[src/mem_ctrl_macros.svh]
`ifndef MEM_CTRL_MACROS_SVH
`define MEM_CTRL_MACROS_SVH

// ------------------------------------------------------------
// memory controller widths
// ------------------------------------------------------------

// word address toward memory, byte address bits 25:2
`define MC_WORD_ADDR_W 24

// data word
`define MC_DATA_W 32

// byte address on the AXI4-Lite side
`define MC_AXI_ADDR_W 32

// highest core byte-address bit that still selects a memory word
`define MC_ADDR_MSB (`MC_WORD_ADDR_W + 1)

// ------------------------------------------------------------
// memory map
// ------------------------------------------------------------

// first word address of the region that answers SLVERR
`define MC_ERR_BASE 24'hF0_0000

`endif
[src/mem_ctrl_pkg.sv]
`include "mem_ctrl_macros.svh"

package mem_ctrl_pkg;

	// ------------------------------------------------------------
	// core side
	// ------------------------------------------------------------

	// completion status reported with every done pulse
	typedef enum logic [1:0] {
		mem_ok,
		mem_misaligned,
		mem_write_denied,
		mem_bus_error
	} mem_status_e;

	// one held word request
	typedef struct packed {
		logic [`MC_WORD_ADDR_W-1:0] addr;
		logic                       wr;
		logic [`MC_DATA_W-1:0]      wdata;
	} mem_req_t;

	// read data is zero for writes and rejected requests
	typedef struct packed {
		logic [`MC_DATA_W-1:0] rdata;
		mem_status_e           status;
	} mem_resp_t;

	// ------------------------------------------------------------
	// AXI4-Lite side
	// ------------------------------------------------------------

	typedef enum logic [1:0] {
		axi_okay,
		axi_exokay,
		axi_slverr,
		axi_decerr
	} axil_resp_e;

	// master to slave
	typedef struct packed {
		logic                      aw_valid;
		logic [`MC_AXI_ADDR_W-1:0] aw_addr;
		logic                      w_valid;
		logic [`MC_DATA_W-1:0]     w_data;
		logic                      b_ready;
		logic                      ar_valid;
		logic [`MC_AXI_ADDR_W-1:0] ar_addr;
		logic                      r_ready;
	} axil_req_t;

	// slave to master
	typedef struct packed {
		logic                  aw_ready;
		logic                  w_ready;
		logic                  b_valid;
		axil_resp_e            b_resp;
		logic                  ar_ready;
		logic                  r_valid;
		logic [`MC_DATA_W-1:0] r_data;
		axil_resp_e            r_resp;
	} axil_resp_t;

endpackage

[src/mem_ctrl_top.sv]
module mem_ctrl_top
	import mem_ctrl_pkg::*;
(
	input  logic       clock_cntrl_i,
	input  logic       reset_i,

	// instruction port
	input  logic       inst_req_i,
	input  logic       inst_rw_i,
	input  logic [31:0] inst_add_i,
	input  logic [31:0] inst_data_i,
	output logic       inst_ready_o,
	output logic       inst_done_o,
	output mem_resp_t  inst_resp_o,

	// data port
	input  logic       data_req_i,
	input  logic       data_rw_i,
	input  logic [31:0] data_add_i,
	input  logic [31:0] data_data_i,
	output logic       data_ready_o,
	output logic       data_done_o,
	output mem_resp_t  data_resp_o,

	// memory
	output axil_req_t  axil_req_o,
	input  axil_resp_t axil_resp_i
);

	logic      inst_pend;
	mem_req_t  inst_pend_req;
	logic      inst_grant_done;
	mem_resp_t inst_grant_resp;

	logic      data_pend;
	mem_req_t  data_pend_req;
	logic      data_grant_done;
	mem_resp_t data_grant_resp;

	logic      bus_valid;
	mem_req_t  bus_req;
	logic      bus_ack;
	mem_resp_t bus_resp;

	// ------------------------------------------------------------
	// core ports
	// ------------------------------------------------------------

	// instruction side is read only
	core_port_frontend #(
		.ALLOW_WRITE (1'b0)
	) u_inst_port (
		.clock_cntrl_i (clock_cntrl_i),
		.reset_i       (reset_i),
		.req_i         (inst_req_i),
		.rw_i          (inst_rw_i),
		.add_i         (inst_add_i),
		.data_i        (inst_data_i),
		.ready_o       (inst_ready_o),
		.done_o        (inst_done_o),
		.resp_o        (inst_resp_o),
		.pend_o        (inst_pend),
		.pend_req_o    (inst_pend_req),
		.grant_done_i  (inst_grant_done),
		.grant_resp_i  (inst_grant_resp)
	);

	core_port_frontend #(
		.ALLOW_WRITE (1'b1)
	) u_data_port (
		.clock_cntrl_i (clock_cntrl_i),
		.reset_i       (reset_i),
		.req_i         (data_req_i),
		.rw_i          (data_rw_i),
		.add_i         (data_add_i),
		.data_i        (data_data_i),
		.ready_o       (data_ready_o),
		.done_o        (data_done_o),
		.resp_o        (data_resp_o),
		.pend_o        (data_pend),
		.pend_req_o    (data_pend_req),
		.grant_done_i  (data_grant_done),
		.grant_resp_i  (data_grant_resp)
	);

	// ------------------------------------------------------------
	// arbitration and memory bus
	// ------------------------------------------------------------

	access_arbiter u_arbiter (
		.clock_cntrl_i (clock_cntrl_i),
		.reset_i       (reset_i),
		.inst_pend_i   (inst_pend),
		.inst_req_i    (inst_pend_req),
		.data_pend_i   (data_pend),
		.data_req_i    (data_pend_req),
		.inst_done_o   (inst_grant_done),
		.data_done_o   (data_grant_done),
		.inst_resp_o   (inst_grant_resp),
		.data_resp_o   (data_grant_resp),
		.valid_o       (bus_valid),
		.req_o         (bus_req),
		.ack_i         (bus_ack),
		.resp_i        (bus_resp)
	);

	axil_master_bridge u_bridge (
		.clock_cntrl_i (clock_cntrl_i),
		.reset_i       (reset_i),
		.valid_i       (bus_valid),
		.req_i         (bus_req),
		.ack_o         (bus_ack),
		.resp_o        (bus_resp),
		.axil_req_o    (axil_req_o),
		.axil_resp_i   (axil_resp_i)
	);

endmodule

[src/axil_master_bridge.sv]
`include "mem_ctrl_macros.svh"

module axil_master_bridge
	import mem_ctrl_pkg::*;
(
	input  logic       clock_cntrl_i,
	input  logic       reset_i,

	// arbiter side
	input  logic       valid_i,
	input  mem_req_t   req_i,
	output logic       ack_o,
	output mem_resp_t  resp_o,

	// AXI4-Lite master port
	output axil_req_t  axil_req_o,
	input  axil_resp_t axil_resp_i
);

	typedef enum logic [2:0] {
		st_idle,
		st_wr_addr,
		st_wr_resp,
		st_rd_addr,
		st_rd_data,
		st_done
	} state_e;

	state_e    state_q;
	logic      aw_pend_q;
	logic      w_pend_q;
	logic      aw_left;
	logic      w_left;
	mem_resp_t resp_q;
	logic      [`MC_AXI_ADDR_W-1:0] byte_addr;

	// word address times four, zero extended
	assign byte_addr = {{(`MC_AXI_ADDR_W - `MC_WORD_ADDR_W - 2){1'b0}}, req_i.addr, 2'b00};

	// AW and W still waiting after this cycle
	assign aw_left = aw_pend_q & ~axil_resp_i.aw_ready;
	assign w_left  = w_pend_q & ~axil_resp_i.w_ready;

	// ------------------------------------------------------------
	// transaction FSM
	// ------------------------------------------------------------

	always_ff @(posedge clock_cntrl_i) begin
		if (!reset_i) begin
			state_q   <= st_idle;
			aw_pend_q <= 1'b0;
			w_pend_q  <= 1'b0;
		end else begin
			case (state_q)
				st_idle: begin
					if (valid_i) begin
						if (req_i.wr) begin
							state_q   <= st_wr_addr;
							aw_pend_q <= 1'b1;
							w_pend_q  <= 1'b1;
						end else begin
							state_q <= st_rd_addr;
						end
					end
				end
				st_wr_addr: begin
					// each channel drops on its own ready
					aw_pend_q <= aw_left;
					w_pend_q  <= w_left;
					if (!aw_left && !w_left)
						state_q <= st_wr_resp;
				end
				st_wr_resp: begin
					if (axil_resp_i.b_valid)
						state_q <= st_done;
				end
				st_rd_addr: begin
					if (axil_resp_i.ar_ready)
						state_q <= st_rd_data;
				end
				st_rd_data: begin
					if (axil_resp_i.r_valid)
						state_q <= st_done;
				end
				default: begin
					state_q <= st_idle;
				end
			endcase
		end
	end

	// response capture
	always_ff @(posedge clock_cntrl_i) begin
		if (state_q == st_wr_resp && axil_resp_i.b_valid) begin
			resp_q.rdata  <= '0;
			resp_q.status <= axil_resp_i.b_resp[1] ? mem_bus_error : mem_ok;
		end else if (state_q == st_rd_data && axil_resp_i.r_valid) begin
			resp_q.rdata  <= axil_resp_i.r_data;
			resp_q.status <= axil_resp_i.r_resp[1] ? mem_bus_error : mem_ok;
		end
	end

	// ------------------------------------------------------------
	// outputs
	// ------------------------------------------------------------

	always_comb begin
		axil_req_o          = '0;
		axil_req_o.aw_valid = (state_q == st_wr_addr) & aw_pend_q;
		axil_req_o.aw_addr  = byte_addr;
		axil_req_o.w_valid  = (state_q == st_wr_addr) & w_pend_q;
		axil_req_o.w_data   = req_i.wdata;
		axil_req_o.b_ready  = (state_q == st_wr_resp);
		axil_req_o.ar_valid = (state_q == st_rd_addr);
		axil_req_o.ar_addr  = byte_addr;
		axil_req_o.r_ready  = (state_q == st_rd_data);
	end

	assign ack_o  = (state_q == st_done);
	assign resp_o = resp_q;

endmodule

[src/access_arbiter.sv]
module access_arbiter
	import mem_ctrl_pkg::*;
(
	input  logic      clock_cntrl_i,
	input  logic      reset_i,

	// frontends
	input  logic      inst_pend_i,
	input  mem_req_t  inst_req_i,
	input  logic      data_pend_i,
	input  mem_req_t  data_req_i,
	output logic      inst_done_o,
	output logic      data_done_o,
	output mem_resp_t inst_resp_o,
	output mem_resp_t data_resp_o,

	// bridge
	output logic      valid_o,
	output mem_req_t  req_o,
	input  logic      ack_i,
	input  mem_resp_t resp_i
);

	typedef enum logic {
		own_inst,
		own_data
	} owner_e;

	owner_e owner_q;
	logic   valid_q;
	logic   inst_owns;
	logic   data_owns;

	// ------------------------------------------------------------
	// ownership
	// ------------------------------------------------------------

	// instruction side by default.
	// data side only when instruction side is idle,
	// and it keeps access until its transaction is acked
	always_ff @(posedge clock_cntrl_i) begin
		if (!reset_i) begin
			owner_q <= own_inst;
			valid_q <= 1'b0;
		end else if (!valid_q) begin
			if (inst_pend_i) begin
				owner_q <= own_inst;
				valid_q <= 1'b1;
			end else if (data_pend_i) begin
				owner_q <= own_data;
				valid_q <= 1'b1;
			end else begin
				owner_q <= own_inst;
			end
		end else if (ack_i) begin
			// owner stays until the next decision
			valid_q <= 1'b0;
		end
	end

	assign inst_owns = (owner_q == own_inst);
	assign data_owns = (owner_q == own_data);

	// ------------------------------------------------------------
	// request forwarding
	// ------------------------------------------------------------

	// frontend holds its request until done, so this stays stable
	assign valid_o = valid_q;
	assign req_o   = data_owns ? data_req_i : inst_req_i;

	// ------------------------------------------------------------
	// response routing
	// ------------------------------------------------------------

	// completion goes to the owner only
	assign inst_done_o = valid_q & ack_i & inst_owns;
	assign data_done_o = valid_q & ack_i & data_owns;

	assign inst_resp_o = inst_owns ? resp_i : '0;
	assign data_resp_o = data_owns ? resp_i : '0;

endmodule

[src/core_port_frontend.sv]
`include "mem_ctrl_macros.svh"

module core_port_frontend
	import mem_ctrl_pkg::*;
#(
	parameter bit ALLOW_WRITE = 1'b1
) (
	input  logic        clock_cntrl_i,
	input  logic        reset_i,

	// core side
	input  logic        req_i,
	input  logic        rw_i,
	input  logic [31:0] add_i,
	input  logic [31:0] data_i,
	output logic        ready_o,
	output logic        done_o,
	output mem_resp_t   resp_o,

	// arbiter side
	output logic        pend_o,
	output mem_req_t    pend_req_o,
	input  logic        grant_done_i,
	input  mem_resp_t   grant_resp_i
);

	logic        pend_q;
	logic        done_q;
	mem_req_t    req_q;
	mem_resp_t   resp_q;
	logic        accept;
	logic        misaligned;
	logic        denied;
	mem_status_e reject_status;

	// ------------------------------------------------------------
	// request checks
	// ------------------------------------------------------------

	// word access only, any low address bit set is an error
	assign misaligned = |add_i[1:0];
	assign denied     = rw_i & ~ALLOW_WRITE;

	// misalignment wins over a denied write
	assign reject_status = misaligned ? mem_misaligned :
	                       denied     ? mem_write_denied : mem_ok;

	// busy while held and during the done cycle
	assign ready_o = ~(pend_q | done_q);
	assign accept  = req_i & ready_o;

	// ------------------------------------------------------------
	// control
	// ------------------------------------------------------------

	always_ff @(posedge clock_cntrl_i) begin
		if (!reset_i) begin
			pend_q <= 1'b0;
			done_q <= 1'b0;
		end else begin
			done_q <= 1'b0;
			if (accept) begin
				// rejected requests finish here, never seen by the arbiter
				if (misaligned || denied)
					done_q <= 1'b1;
				else
					pend_q <= 1'b1;
			end else if (pend_q && grant_done_i) begin
				pend_q <= 1'b0;
				done_q <= 1'b1;
			end
		end
	end

	// ------------------------------------------------------------
	// held request and response
	// ------------------------------------------------------------

	always_ff @(posedge clock_cntrl_i) begin
		if (accept) begin
			// byte address to word address
			req_q.addr    <= add_i[`MC_ADDR_MSB:2];
			req_q.wr      <= rw_i;
			req_q.wdata   <= data_i;
			resp_q.rdata  <= '0;
			resp_q.status <= reject_status;
		end else if (pend_q && grant_done_i) begin
			resp_q <= grant_resp_i;
		end
	end

	assign pend_o     = pend_q;
	assign pend_req_o = req_q;
	assign done_o     = done_q;
	assign resp_o     = resp_q;

endmodule

[config.mk]
export PLATFORM = sky130hd
export DESIGN_NAME = mem_ctrl_top
export DESIGN_NICKNAME = d
export VERILOG_FILES = /design/src/mem_ctrl_pkg.sv /design/src/mem_ctrl_top.sv /design/src/axil_master_bridge.sv /design/src/access_arbiter.sv /design/src/core_port_frontend.sv
export VERILOG_INCLUDE_DIRS = /design/src
export SDC_FILE = /design/constraint.sdc
export NUM_CORES = 1
export LEC_CHECK = 0
export BUFFER_PORTS_ARGS = -buffer_cell sky130_fd_sc_hd__buf_2
export CAP_MARGIN = 20
export CORE_MARGIN = 2
export CORE_UTILIZATION = 46
export CTS_CLUSTER_SIZE = 10
export DETAILED_ROUTE_END_ITERATION = 12
export PLACE_DENSITY = 0.77
export SYNTH_ARGS = -nofsm -noshare
export SYNTH_HDL_FRONTEND = slang
export SYNTH_HIERARCHICAL = 1
export SYNTH_SLANG_ARGS = --single-unit
[constraint.sdc]
create_clock -name clock_cntrl_i -period 2.84 [get_ports clock_cntrl_i]
set_input_delay 0.284 -clock clock_cntrl_i [delete_from_list [all_inputs] [get_ports clock_cntrl_i]]
set_output_delay 0.284 -clock clock_cntrl_i [all_outputs]
set_load 0.005 [all_outputs]
==> reports/qor.yml <==
worst_hold_path:
  min_path_type: "in -> reg"
synthesis:
  yosys.area.top_type_share_pct: 35.6
  ys_ff_latch: 226
  yosysSeqAreaShare_pct: 57.0
  syn_inst: 807
  synth_cell_types: 44
  netlist_area_mm2: 0.0100
  yosys-top-cells-area: "edfxtp_1 (36%), dfxtp_1 (21%), buf_4 (7.7%)"
  postSynthAreaPerCell_um2: 12.4
  yosys_warnings: 6
  synth_top_area_cell: "edfxtp_1"
worst_setup_path:
  slowest_stage: "buf_4"
  cp.required_ns: 2.56
  slowest_delay_ns: 0.54
  path_buf_inv: 2
  crit_type: "reg -> out"
  crit_chain: "buf_4 > mux2_2 > buf_2"
  path_delay_family: "buffers and inverters"
  cp-start-kind: "flip-flop"
  worst_setup_path_end_kind: "primary output"
  path_max_fanout: 36
  cp_data_arrival_time_ns: 2.06
floorplan:
  initial_core_util_pct: 46.4
  die_y_um: 152
  die_area_mm2: 0.0230
  io_pins: 348
  die_w_um: 152
  coreArea_mm2: 0.0216
  rows: 54
timing:
  relSlewSlack_pct: 55.5
  rsz0062_at_grt: "no"
  hold_viol_final: 0
  worst_pin_slew_ns: 0.667
  finalCritPeriodShare_pct: 82.7
  fmax_mhz: 426
  fin_skew_ns: 0.0115
  setup_viol: 0
  final_max_slew_viol_count: 0
  finalCriticalPeriod_ns: 2.35
  setup_tns_ns: 0
cells_and_area:
  final_cell_mix: "buf_2 (317), dlygate4sd3_1 (130), edfxtp_1 (119), dfxtp_1 (106), nand2_1 (73)"
  area.sequential_mm2: 0.00572
  syn_to_final_growth_pct: 31.0
  nFillCells: 1666
  layout_commonest_cell: "buf_2"
  drive_above_1_share_pct: 41.1
  fin_util_pct: 60.8
  multi_input_comb_area_mm2: 0.00324
  layout.nets: 1337
  layoutNonFillerInstCount: 1460
  design_area_mm2: 0.0131
detailed_routing:
  drt-pass1-iter-count: 4
  drt-vias-per-instance: 5.07
  antenna_left: 0
  via_count: 7399
  drtIter0Drc: 312
  drc: 0
  wl_um: 28100
  wl_per_cell_um: 19.3
global_route:
  grt_remaining_overflow: 0
  grt_pass1_wl_um: 40500
  grt_max_degree: 58
  grt_use_total_pct: 22.9
  grt_pass1_vias: 7292
  antenna_found_initial: 3
place:
  placed_area_mm2: 0.0111
  io_buffers: 317
  place_congestion: 0.768
  dpl.hpwl_um: 16700
  post-place-cells: 1283
job:
  drv_cap: 0
clock_tree:
  cts_buffer_depth: 3
  clock-sinks: 226
  clkLatencyLatePin_ns: 0.52
  clkSlewWorstSetupHoldPaths_ns: 0.06
  cts_root_buf: "clkbuf_16"
  cts-htree-levels: 1
  post_cts_buffers: 0
  cts_tree: "yes"
  cts-buffers-inserted: 27
run_status:
  outcome: "finished, final reports clean"
pwr:
  vdd_drop_max_uv: 429
  power_density_mw_per_mm2: 609
  leakagePower_nw: 5.95
  total_power_mw: 8.01
repair_timing:
action	CTS	global route
hold buffers	130	0
hold endpoints to repair	131	0
setup endpoints to repair	0	0
gates resized for setup	0	0
power by group:
part / internal [mW] / switching (mW)
Combinational: 0.560 / 0.493
Sequential: 3.71 / 0.145
Clock: 1.80 / 1.30
Total: 6.07 / 1.94
registers in the layout, summed over array words and instances, names as in the netlist:
signal,cells
u_data_port/resp_o,34
u_bridge/w_pend_q,1
u_inst_port/resp_o,34
u_bridge/state_q,3
u_arbiter/data_owns,1
u_inst_port/done_o,1
u_data_port/pend_req_o,57
u_bridge/resp_o,33
u_data_port/done_o,1
u_bridge/aw_pend_q,1
u_inst_port/pend_req_o,57
u_inst_port/pend_o,1
u_arbiter/valid_o,1
u_data_port/pend_o,1
final cells by class:
class / instances / area share (%)
timing repair buffer: 464 / 23.1
sequential: 226 / 43.5
tap: 280 / 2.67
antenna: 2 / 0.0381
clock inverter: 1 / 0.0666
multi-input combinational: 438 / 24.7
clock buffer: 44 / 5.78
inverter: 5 / 0.143
synthesized netlist by cell type, drive strengths merged:
cell type and n:
a21boi 2, a21oi 34, a31o 64, and2 39
and3 66, and3b 1, buf 131, clkbuf 22
conb 1, dfxtp 107, edfxtp 119, inv 5
mux2 61, mux2i 2, nand2 73, nand2b 2
nand3 3, nand3b 4, nor2 8, nor2b 36
nor3 2, nor3b 3, nor4 1, nor4b 1
o211ai 1, o21a 4, o21ai 5, o22ai 1
o311a 1, o31ai 2, o41ai 2, or2 2
or3b 2
cells by family after synthesis:
logic type	Yosys count	synth area share (%)
muxes	63	8.88
and+or+nand+nor	243	13.3
other	1	0.0374
DFF	226	57.0
buffers and inverters	158	11.3
AOI/OAI and AO/OA	116	9.50
worst paths after layout:
path                  startpoint                    end  slack [ns]  cells past startpoint
min              axil_resp_i[24]    u_bridge/resp_o[24]        0.02                      3
max reg2reg  u_bridge/state_q[1]  u_data_port/resp_o[1]        0.89                      5
max          u_arbiter/data_owns         axil_req_o[39]        0.49                      3
min reg2reg  u_bridge/resp_o[21]    u_bridge/resp_o[21]        0.46                      2
routing by layer:
layer  track usage (%)  up-vias  share of wire [%]
li1                  -     3449                  -
met1              27.0     3584                 38
met2              42.0      323                 52
met3              5.39       41                8.5
met4              5.65        2                1.6
met5                 0        -              0.046
tightest hold or removal path, cell delays in order:
cell	delay, ns
buf_2	0.09
nand2_1	0.06
a21oi_2	0.05
per-stage QoR:
stage,hold WS [ns],worst slack [ns]
after floorplan,0.382,0.0573
after global placement,0.451,0.945
after detailed placement,0.452,0.921
after CTS,0.000330,0.489
after global routing,0.00814,0.433
final,0.0209,0.491
(Power assumes the default switching activity.)
